==> src/verilog/io_pkg.sv <==
package io_pkg;

    ////////////////////////////////////////
    // Address map and widths
    ////////////////////////////////////////

    // Base of the 256-byte I/O window
    localparam logic [31:0] IO_BASE_ADDR = 32'h0000_7F00;
    // In-window byte offset width
    localparam int IO_ADDR_BITS = 8;

    // CPU data bus width
    localparam int DATA_W = 32;
    // LED register, seven-segment data and switch vector
    localparam int LED_W = 16;

    // Seven-segment control layout
    // Bits 3..0 digit enables, bits 7..4 decimal points
    localparam int SEG_CTRL_W = 8;
    // All four digits lit, no points
    localparam logic [SEG_CTRL_W-1:0] SEG_CTRL_RESET = 8'h0F;

    localparam int NUM_BTN = 5;
    localparam int NUM_DIGITS = 4;

    ////////////////////////////////////////
    // Register index (address bits 5..2)
    ////////////////////////////////////////

    typedef enum logic [3:0] {
        REG_LED      = 4'd0,
        REG_SW       = 4'd1,
        REG_SEG      = 4'd6,
        REG_SEG_CTRL = 4'd7,
        REG_BTN      = 4'd9,
        REG_TIMER    = 4'd12
    } io_reg_e;

    ////////////////////////////////////////
    // Bus and strobe bundles
    ////////////////////////////////////////

    // CPU request, sampled every cycle
    typedef struct packed {
        logic [31:0]       addr;
        logic              wr;
        logic              rd;
        logic [DATA_W-1:0] wdata;
    } io_req_t;

    // One-cycle write strobes, at most one high
    typedef struct packed {
        logic led;
        logic seg;
        logic seg_ctrl;
        logic timer;
    } io_wr_t;

    // Display pins, all active low
    // Segment a in bit 0 through g in bit 6
    typedef struct packed {
        logic [NUM_DIGITS-1:0] an;
        logic [6:0]            seg;
        logic                  dp;
    } seg_out_t;

endpackage

==> src/verilog/io_bus.sv <==
`timescale 1ns/1ps

module io_bus (
    input  logic                          clk,
    input  logic                          rst,
    input  io_pkg::io_req_t               req_i,
    input  logic [io_pkg::LED_W-1:0]      sw_i,
    input  logic [io_pkg::NUM_BTN-1:0]    btn_i,
    input  logic [io_pkg::LED_W-1:0]      seg_data_i,
    input  logic [io_pkg::SEG_CTRL_W-1:0] seg_ctrl_i,
    input  logic [io_pkg::DATA_W-1:0]     timer_i,
    output io_pkg::io_wr_t                wr_o,
    output logic [io_pkg::LED_W-1:0]      led_o,
    output logic [io_pkg::DATA_W-1:0]     rdata_o,
    output logic                          rvalid_o
);

    ////////////////////////////////////////
    // Window and index decode
    ////////////////////////////////////////

    logic            in_win;
    io_pkg::io_reg_e reg_idx;
    logic [io_pkg::LED_W-1:0] led_q;

    // Upper 24 address bits select the window
    assign in_win = (req_i.addr[31:io_pkg::IO_ADDR_BITS] ==
                     io_pkg::IO_BASE_ADDR[31:io_pkg::IO_ADDR_BITS]);

    // Word index, byte lane bits ignored
    assign reg_idx = io_pkg::io_reg_e'(req_i.addr[5:2]);

    // Write strobes
    always_comb begin
        wr_o = '0;
        if (in_win && req_i.wr) begin
            case (reg_idx)
                io_pkg::REG_LED:      wr_o.led      = 1'b1;
                io_pkg::REG_SEG:      wr_o.seg      = 1'b1;
                io_pkg::REG_SEG_CTRL: wr_o.seg_ctrl = 1'b1;
                io_pkg::REG_TIMER:    wr_o.timer    = 1'b1;
                // Read-only and unmapped slots
                default: ;
            endcase
        end
    end

    ////////////////////////////////////////
    // LED register
    ////////////////////////////////////////

    always_ff @(posedge clk) begin
        if (rst) begin
            led_q <= '0;
        end else if (wr_o.led) begin
            led_q <= req_i.wdata[io_pkg::LED_W-1:0];
        end
    end

    assign led_o = led_q;

    ////////////////////////////////////////
    // Registered read path
    ////////////////////////////////////////

    // Data and valid one cycle after the address
    always_ff @(posedge clk) begin
        if (rst) begin
            rvalid_o <= 1'b0;
            rdata_o  <= '0;
        end else begin
            rvalid_o <= in_win;
            case (reg_idx)
                io_pkg::REG_LED:
                    rdata_o <= {{(io_pkg::DATA_W - io_pkg::LED_W){1'b0}}, led_q};
                io_pkg::REG_SW:
                    rdata_o <= {{(io_pkg::DATA_W - io_pkg::LED_W){1'b0}}, sw_i};
                io_pkg::REG_SEG:
                    rdata_o <= {{(io_pkg::DATA_W - io_pkg::LED_W){1'b0}}, seg_data_i};
                io_pkg::REG_SEG_CTRL:
                    rdata_o <= {{(io_pkg::DATA_W - io_pkg::SEG_CTRL_W){1'b0}}, seg_ctrl_i};
                io_pkg::REG_BTN:
                    rdata_o <= {{(io_pkg::DATA_W - io_pkg::NUM_BTN){1'b0}}, btn_i};
                io_pkg::REG_TIMER:
                    rdata_o <= timer_i;
                // Unmapped index holds the last value
                default: ;
            endcase
        end
    end

    // Only one register may capture a given write
    a_wr_onehot: assert property (@(posedge clk) disable iff (rst) $onehot0(wr_o))
        else $error("io_bus: more than one write strobe high");

endmodule

==> src/verilog/input_conditioner.sv <==
`timescale 1ns/1ps

module input_conditioner #(
    parameter int DEBOUNCE_CYCLES = 333333
) (
    input  logic                       clk,
    input  logic                       rst,
    input  logic [io_pkg::LED_W-1:0]   sw_i,
    input  logic [io_pkg::NUM_BTN-1:0] btn_i,
    output logic [io_pkg::LED_W-1:0]   sw_o,
    output logic [io_pkg::NUM_BTN-1:0] btn_o
);

    // Stability counter width, at least one bit
    localparam int CNT_W = (DEBOUNCE_CYCLES > 1) ? $clog2(DEBOUNCE_CYCLES) : 1;

    logic [io_pkg::LED_W-1:0]   sw_meta;
    logic [io_pkg::LED_W-1:0]   sw_sync;
    logic [io_pkg::NUM_BTN-1:0] btn_meta;
    logic [io_pkg::NUM_BTN-1:0] btn_sync;

    ////////////////////////////////////////
    // Two-flop synchronizers
    ////////////////////////////////////////

    always_ff @(posedge clk) begin
        if (rst) begin
            sw_meta  <= '0;
            sw_sync  <= '0;
            btn_meta <= '0;
            btn_sync <= '0;
        end else begin
            sw_meta  <= sw_i;
            sw_sync  <= sw_meta;
            btn_meta <= btn_i;
            btn_sync <= btn_meta;
        end
    end

    // Switches are read straight from the second flop
    assign sw_o = sw_sync;

    ////////////////////////////////////////
    // Button debouncers
    ////////////////////////////////////////

    for (genvar i = 0; i < io_pkg::NUM_BTN; i++) begin : g_btn
        logic [CNT_W-1:0] cnt_q;
        logic             deb_q;

        always_ff @(posedge clk) begin
            if (rst) begin
                cnt_q <= '0;
                deb_q <= 1'b0;
            end else if (btn_sync[i] == deb_q) begin
                // Level agrees with output, restart
                cnt_q <= '0;
            end else if (cnt_q == CNT_W'(DEBOUNCE_CYCLES - 1)) begin
                // New level held long enough
                cnt_q <= '0;
                deb_q <= btn_sync[i];
            end else begin
                cnt_q <= cnt_q + CNT_W'(1);
            end
        end

        assign btn_o[i] = deb_q;
    end

endmodule

==> src/verilog/seven_seg_display.sv <==
`timescale 1ns/1ps

module seven_seg_display #(
    parameter int SCAN_CYCLES = 8192
) (
    input  logic                          clk,
    input  logic                          rst,
    input  io_pkg::io_wr_t                wr_i,
    input  logic [io_pkg::DATA_W-1:0]     wdata_i,
    output logic [io_pkg::LED_W-1:0]      seg_data_o,
    output logic [io_pkg::SEG_CTRL_W-1:0] seg_ctrl_o,
    output io_pkg::seg_out_t              seg_o
);

    localparam int SCAN_W = (SCAN_CYCLES > 1) ? $clog2(SCAN_CYCLES) : 1;
    localparam int DIG_W  = $clog2(io_pkg::NUM_DIGITS);

    logic [io_pkg::LED_W-1:0]      data_q;
    logic [io_pkg::SEG_CTRL_W-1:0] ctrl_q;
    logic [SCAN_W-1:0]             scan_q;
    logic [DIG_W-1:0]              digit_q;
    logic                          scan_en_q;
    logic [3:0]                    nibble;

    // Active-low pattern, a in bit 0
    function automatic logic [6:0] hex_to_seg(input logic [3:0] hex);
        logic [6:0] lit;
        case (hex)
            4'h0: lit = 7'h3F;
            4'h1: lit = 7'h06;
            4'h2: lit = 7'h5B;
            4'h3: lit = 7'h4F;
            4'h4: lit = 7'h66;
            4'h5: lit = 7'h6D;
            4'h6: lit = 7'h7D;
            4'h7: lit = 7'h07;
            4'h8: lit = 7'h7F;
            4'h9: lit = 7'h6F;
            4'hA: lit = 7'h77;
            4'hB: lit = 7'h7C;
            4'hC: lit = 7'h39;
            4'hD: lit = 7'h5E;
            4'hE: lit = 7'h79;
            default: lit = 7'h71;
        endcase
        return ~lit;
    endfunction

    ////////////////////////////////////////
    // Data and control registers
    ////////////////////////////////////////

    always_ff @(posedge clk) begin
        if (rst) begin
            data_q <= '0;
            ctrl_q <= io_pkg::SEG_CTRL_RESET;
        end else begin
            if (wr_i.seg)
                data_q <= wdata_i[io_pkg::LED_W-1:0];
            if (wr_i.seg_ctrl)
                ctrl_q <= wdata_i[io_pkg::SEG_CTRL_W-1:0];
        end
    end

    assign seg_data_o = data_q;
    assign seg_ctrl_o = ctrl_q;

    ////////////////////////////////////////
    // Digit scanner
    ////////////////////////////////////////

    // scan_en_q keeps the display dark until reset is released
    always_ff @(posedge clk) begin
        if (rst) begin
            scan_q    <= '0;
            digit_q   <= '0;
            scan_en_q <= 1'b0;
        end else begin
            scan_en_q <= 1'b1;
            if (scan_q == SCAN_W'(SCAN_CYCLES - 1)) begin
                scan_q <= '0;
                // Wrap after the last digit
                if (digit_q == DIG_W'(io_pkg::NUM_DIGITS - 1))
                    digit_q <= '0;
                else
                    digit_q <= digit_q + DIG_W'(1);
            end else begin
                scan_q <= scan_q + SCAN_W'(1);
            end
        end
    end

    // Pin drive for the current digit
    assign nibble = data_q[digit_q*4 +: 4];

    always_comb begin
        seg_o = '1;
        // Disabled digit leaves its anode high
        seg_o.an[digit_q] = ~(scan_en_q & ctrl_q[digit_q]);
        seg_o.seg = hex_to_seg(nibble);
        seg_o.dp  = ~ctrl_q[io_pkg::NUM_DIGITS + digit_q];
    end

    // Never two digits on together
    a_one_anode: assert property (@(posedge clk) disable iff (rst) $onehot0(~seg_o.an))
        else $error("seven_seg_display: more than one anode low");

endmodule

==> src/verilog/ms_timer.sv <==
`timescale 1ns/1ps

module ms_timer #(
    parameter int CLOCKS_PER_MS = 33333
) (
    input  logic                      clk,
    input  logic                      rst,
    input  logic                      load_i,
    input  logic [io_pkg::DATA_W-1:0] wdata_i,
    output logic [io_pkg::DATA_W-1:0] count_o
);

    localparam int PRE_W = (CLOCKS_PER_MS > 1) ? $clog2(CLOCKS_PER_MS) : 1;

    logic [PRE_W-1:0]          pre_q;
    logic [io_pkg::DATA_W-1:0] count_q;

    ////////////////////////////////////////
    // Prescaler and millisecond count
    ////////////////////////////////////////

    always_ff @(posedge clk) begin
        if (rst) begin
            pre_q   <= '0;
            count_q <= '0;
        end else if (load_i) begin
            // CPU write restarts the current millisecond
            pre_q   <= '0;
            count_q <= wdata_i;
        end else if (pre_q == PRE_W'(CLOCKS_PER_MS - 1)) begin
            pre_q   <= '0;
            count_q <= count_q + 1'b1;
        end else begin
            pre_q <= pre_q + PRE_W'(1);
        end
    end

    assign count_o = count_q;

    // Terminal count is always hit before overflow
    a_pre_range: assert property (@(posedge clk) disable iff (rst)
        32'(pre_q) < CLOCKS_PER_MS)
        else $error("ms_timer: prescaler out of range");

endmodule

==> src/verilog/io_system.sv <==
`timescale 1ns/1ps

module io_system #(
    parameter int DEBOUNCE_CYCLES = 333333,
    parameter int SCAN_CYCLES     = 8192,
    parameter int CLOCKS_PER_MS   = 33333
) (
    input  logic                       clk,
    input  logic                       rst,
    input  io_pkg::io_req_t            req_i,
    input  logic [io_pkg::LED_W-1:0]   sw_i,
    input  logic [io_pkg::NUM_BTN-1:0] btn_i,
    output logic [io_pkg::DATA_W-1:0]  rdata_o,
    output logic                       rvalid_o,
    output logic [io_pkg::LED_W-1:0]   led_o,
    output io_pkg::seg_out_t           seg_o
);

    io_pkg::io_wr_t                wr;
    logic [io_pkg::LED_W-1:0]      sw_sync;
    logic [io_pkg::NUM_BTN-1:0]    btn_deb;
    logic [io_pkg::LED_W-1:0]      seg_data;
    logic [io_pkg::SEG_CTRL_W-1:0] seg_ctrl;
    logic [io_pkg::DATA_W-1:0]     timer_count;

    ////////////////////////////////////////
    // Decode, LEDs and read path
    ////////////////////////////////////////

    io_bus u_bus (
        .clk        (clk),
        .rst        (rst),
        .req_i      (req_i),
        .sw_i       (sw_sync),
        .btn_i      (btn_deb),
        .seg_data_i (seg_data),
        .seg_ctrl_i (seg_ctrl),
        .timer_i    (timer_count),
        .wr_o       (wr),
        .led_o      (led_o),
        .rdata_o    (rdata_o),
        .rvalid_o   (rvalid_o)
    );

    // Switch and button conditioning
    input_conditioner #(
        .DEBOUNCE_CYCLES (DEBOUNCE_CYCLES)
    ) u_cond (
        .clk   (clk),
        .rst   (rst),
        .sw_i  (sw_i),
        .btn_i (btn_i),
        .sw_o  (sw_sync),
        .btn_o (btn_deb)
    );

    // Four-digit display
    seven_seg_display #(
        .SCAN_CYCLES (SCAN_CYCLES)
    ) u_disp (
        .clk        (clk),
        .rst        (rst),
        .wr_i       (wr),
        .wdata_i    (req_i.wdata),
        .seg_data_o (seg_data),
        .seg_ctrl_o (seg_ctrl),
        .seg_o      (seg_o)
    );

    // Millisecond timer, loaded by its strobe
    ms_timer #(
        .CLOCKS_PER_MS (CLOCKS_PER_MS)
    ) u_timer (
        .clk     (clk),
        .rst     (rst),
        .load_i  (wr.timer),
        .wdata_i (req_i.wdata),
        .count_o (timer_count)
    );

endmodule

==> config.mk <==
export PLATFORM = sky130hd
export DESIGN_NAME = io_system
export DESIGN_NICKNAME = d
export VERILOG_FILES = /design/src/verilog/io_pkg.sv /design/src/verilog/io_bus.sv /design/src/verilog/input_conditioner.sv /design/src/verilog/seven_seg_display.sv /design/src/verilog/ms_timer.sv /design/src/verilog/io_system.sv
export SDC_FILE = /design/constraint.sdc
export NUM_CORES = 1
export LEC_CHECK = 0
export BUFFER_PORTS_ARGS = -buffer_cell sky130_fd_sc_hd__buf_2
export CAP_MARGIN = 25
export CORE_MARGIN = 4
export CORE_UTILIZATION = 55
export CTS_CLUSTER_DIAMETER = 200
export DETAILED_ROUTE_END_ITERATION = 7
export PLACE_DENSITY = 0.87
export SYNTH_ARGS = -nofsm -noshare
export SYNTH_HDL_FRONTEND = slang
export SYNTH_HIERARCHICAL = 1
export SYNTH_SLANG_ARGS = --single-unit
==> constraint.sdc <==
create_clock -name clk -period 3.35 [get_ports clk]
set_clock_uncertainty 0.05 [all_clocks]
set_input_delay 0.335 -clock clk [delete_from_list [all_inputs] [get_ports clk]]
set_output_delay 0.335 -clock clk [all_outputs]
set_load 0.03 [all_outputs]
==> Word-level counts from Yosys, hierarchy flattened <==
Memory sizes are Yosys's and may differ from the RTL's.
Cells that the tools add are included.
{ "classes": {"n_addsub": 10, "order_cmp": 4, "n_eq_ne": 19, "shift": 1, "muxes": 16, "bitwise_logic": 11, "reduce_logical": 17} }
{ "ops": {"columns": ["cell", "count"], "rows": [
  ["one-hot mux 32 bit (6 select lines)", 1],
  ["adder 19 x 1 -> 19 bit (second input constant)", 5],
  ["== test 19 bit (second input constant)", 5],
  ["2-to-1 mux 32 bit", 2],
  ["adder 32 x 1 -> 32 bit (second input constant)", 1],
  ["< comparator 32 x 4 -> 1 bit (second input constant)", 1],
  ["== test 24 x 7 -> 1 bit (second input constant)", 1],
  ["OR reduction 3 bit", 6],
  ["adder 16 x 1 -> 16 bit (second input constant)", 1],
  ["== test 16 bit (second input constant)", 1],
  ["indexed part select 16 x 5 -> 4 bit", 1],
  ["adder 13 x 1 -> 13 bit (second input constant)", 1],
  ["== test 13 bit (second input constant)", 1],
  ["AND reduction 2 bit", 5],
  ["== test 4 x 3 -> 1 bit (second input constant)", 2],
  ["== test 4 bit (second input constant)", 2],
  ["2-to-1 mux 1 bit", 8],
  ["inverter 1 bit", 7],
  ["inverter 7 bit", 1],
  ["nonzero test 6 bit", 1],
  ["== test 1 bit", 5],
  ["adder 3 x 2 -> 4 bit (first input constant)", 1],
  ["== test 4 x 1 -> 1 bit (second input constant)", 1],
  ["zero test 4 bit", 1],
  ["16 further kinds", 17]
]} }
{ "word_totals": {"ff_bits": 279, "rom_bits": 112, "in_bits": 89, "output_inout_bits": 61, "word_cells": 103, "n_memories": 1} }
{ "mem_list": {"columns": ["memory", "depth", "word_bits", "read_ports", "rd_ports_with_merged_regs", "write_ports", "line", "text"], "rows": [
  ["(no name shown)", 16, 7, 1, 0, 0, "seven_seg_display.sv:28", "case (hex)"]
]} }

==> Depth between registers and ports, before layout <==
{ "depth": {"depth_word": 6, "depth_mapped": 10, "ltp_nobuf": 8} }

==> Cells and area by module <==
Netlist, hierarchy kept.
{ "by_module_without_submodules": {"columns": ["mod", "n_inst", "cells_per_inst", "area_per_inst_um2", "seq_area_each_um2"], "rows": [
  ["input_conditioner", 1, 633, 5903.2, 2842.7],
  ["ms_timer", 1, 329, 2728.9, 960.9],
  ["io_bus", 1, 294, 2433.6, 980.9],
  ["seven_seg_display", 1, 200, 1938.1, 800.8]
]} }

==> Worst setup path after synthesis <==
Ideal clock, no wire load.
{ "synth_timing": {"path_type": "register -> output", "startpoint": "reg u_disp.digit_q[1]", "endpoint": "out seg_o[1] (netlist name)", "arrival_time_ns": 2.277, "slack_ns": 0.688, "path_stages_with_launch": 7, "cell_sequence": "dfxtp_1 > buf_2 > mux4_2 > inv_1 > ha_1 > inv_1 > o31ai_1"} }
{ "synth_lines": {"columns": ["item", "line", "text"], "rows": [
  ["start, declared", "seven_seg_display.sv:21", "logic [DIG_W-1:0] digit_q;"],
  ["start signal, assigned", "seven_seg_display.sv:86", "digit_q <= digit_q + DIG_W'(1);"],
  ["end, declared", "io_system.sv:16", "output io_pkg::seg_out_t seg_o"]
]} }

==> results.toml <==
[status]
status = "complete, no violations"

[timing]
fmax_mhz = 321
grt_setup_unrepaired = "no"
setup-tns-final_ns = 0
final_hold_viol_count = 0
drv_slew = 0
fin_crit_sh_pct = 93.1
final.min_clock_period_ns = 3.12
setup_violations = 0
fin_ws_ns = 0.232
tightest_slew_ns = 0.831
max_slew_margin_pct = 44.6

[clock_tree]
h-tree-depth = 1
cts.clk_slew.worst_paths_ns = 0.07
clkSinkCount = 279
clk_path_buf_depth = 3
clk_latency_ns = 0.54
cts_tree = "built"
cts_resized = 0
numCtsBuffers = 29
cts_root_buffer = "clkbuf_16"
post-cts-setup-buffers = 0

[route]
viasPerCell = 5.80
vias = 11190
ant_nets = 0
wirelength_mm = 32.3
drc_errors = 0
drt_iter0_markers = 1163
post_drt_wl_per_cell_um = 16.8
first_pass_iters = 6

[synthesis]
syn_area_mm2 = 0.0130
ys_warn_count = 6
syn_area_per_cell_um2 = 8.94
synth_cells = 1454
syn_nets = 1567

[die]
die_y_um = 162
fp-row-count = 55
ios = 150
die_w_um = 162
start_util_pct = 56.7
dieArea_mm2 = 0.0262
core-area_mm2 = 0.0229

[critical_path]
start_kind = "flop"
reg2reg_to = "u_timer/count_o[22]"
path_cells = "mux4_2, inv_1, ha_1, inv_1, o31ai_1, buf_2"
worstSetupPathType = "reg2out"
critPathRequiredTime_ns = 2.96
rr_worst_depth = 6
crit_path_max_incr_delay_ns = 0.67
r2r_slack_ns = 1.15
cp_max_fo = 10
cp.arrival_ns = 2.73
slowest_stage = "mux4_2"
crit_path_frequent_cell = "inv_1"
end_kind = "primary output"
regToRegStartpoint = "u_timer/count_o[0]"

[power]
power_density_mw_per_mm2 = 458
peakVddDrop_v = 0.000357
p_leak_nw = 5.53
p_total_mw = 6.89

[finish]
finalNetCount = 1707
diodes = 0
areaGrowthSynthToFinish_pct = 15.8
final_area_mm2 = 0.0150
drive_above_1_share_pct = 16.2
fin_util_pct = 65.6

[placed_design]
dp_hpwl_mm = 22.3
gp_congestion = 0.926
portBuffers = 144
pre_cts_slack_ns = 0.622
placed_cell_area_mm2 = 0.0139

[global_route]
grt_max_degree = 54
grt_pass1_vias = 10742
track_usage_pct = 23.8
grt_pass1_wl_mm = 52.9
grt_antenna_before_repair = 0
overflow = 0

[worst_hold_path]
hold_depth = 2
hold_path_class = "in2reg"
hold_path.startpoint = "sw_i[3]"
hold_path_end = "u_cond/sw_meta[3]"

[run]
maxCapViolCount = 0
## through the flow
step | hold slack, ns | std cells
2_1_floorplan | 0.364 | 1454
3_3_place_gp | 0.373 | 1856
3_5_place_dp | 0.373 | 1856
4_1_cts | 0.00624 | 1928
5_1_grt | 0.0219 | 1928
6_report | 0.0224 | 1928
## power by group
group	switching, mW	leakage, nW	total [mW]	internal (mW)
Sequential	0.0260	2.26	3.39	3.36
Clock	1.34	0.448	3.16	1.82
Combinational	0.216	2.82	0.344	0.128
## cells in the final DEF, fill, tap and decap left out, types with 20 or more instances in the layout
cell type	n
a21oi_1	52
a22oi_1	27
buf_2	143
clkbuf_16	29
dfxtp_1	279
dlygate4sd3_1	20
ha_1	24
inv_1	77
mux2i_1	49
nand2_1	88
nand3_1	45
nand4_1	60
nor2_1	199
nor2b_1	50
nor3_1	33
nor4_1	25
o21a_1	32
o21ai_0	28
xnor2_1	88
xor2_1	39
## critical path: cells and delay by family (launching register included)
| kind | cells | cell delay, ns |
|---|---|---|
| buffers and inverters | 3 | 0.44 |
| adders and majority gates | 1 | 0.22 |
| AOI/OAI and AO/OA | 1 | 0.22 |
| DFF | 1 | 0.64 |
| muxes | 1 | 0.67 |
## sequential cells by signal (all words and copies together) (netlist names), 16 cells and up
| name | cells |
|---|---|
| u_bus/led_o | 16 |
| u_bus/rdata_o | 32 |
| u_timer/count_o | 32 |
| u_disp/seg_data_o | 16 |
| u_cond/sw_o | 16 |
| u_cond/g_btn.cnt_q | 95 |
| u_timer/pre_q | 16 |
| u_cond/sw_meta | 16 |
## worst max path at each step
stage,start,to,slack (ns),cells past startpoint
finish,u_disp/digit_q[1],seg_o[1],0.23,6
global placement,req_i[55],u_timer/pre_q[4],0.67,8
floorplan,u_disp/digit_q[1],seg_o[1],0.69,6
detailed placement,req_i[55],u_timer/pre_q[14],0.62,8
CTS,u_disp/digit_q[1],seg_o[1],0.23,6
global route,u_disp/digit_q[1],seg_o[4],0.06,7
## final cells by class
type | count | area [um^2]
clock buffers | 35 | 778
clock inverters | 17 | 161
fillers | 1760 | 7870
inverters | 78 | 293
multi-input cells | 1029 | 6810
flip-flops and latches | 279 | 5590
well taps | 313 | 392
repair buffers | 177 | 1020
## timing repair
action | in CTS | in global routing
hold endpoints to repair | 20 | 0
endpoints found under the setup margin | 0 | 0
hold buffers | 20 | 0
## routing by layer
metal | up-vias | routed length, um | GRT usage, %
li1 | 5352 | - | -
met1 | 5239 | 13300 | 30.9
met2 | 513 | 15800 | 41.2
met3 | 86 | 2220 | 3.37
met4 | 0 | 1070 | 7.50
met5 | - | 0 | 0
Power figures use the tool's default switching activity.
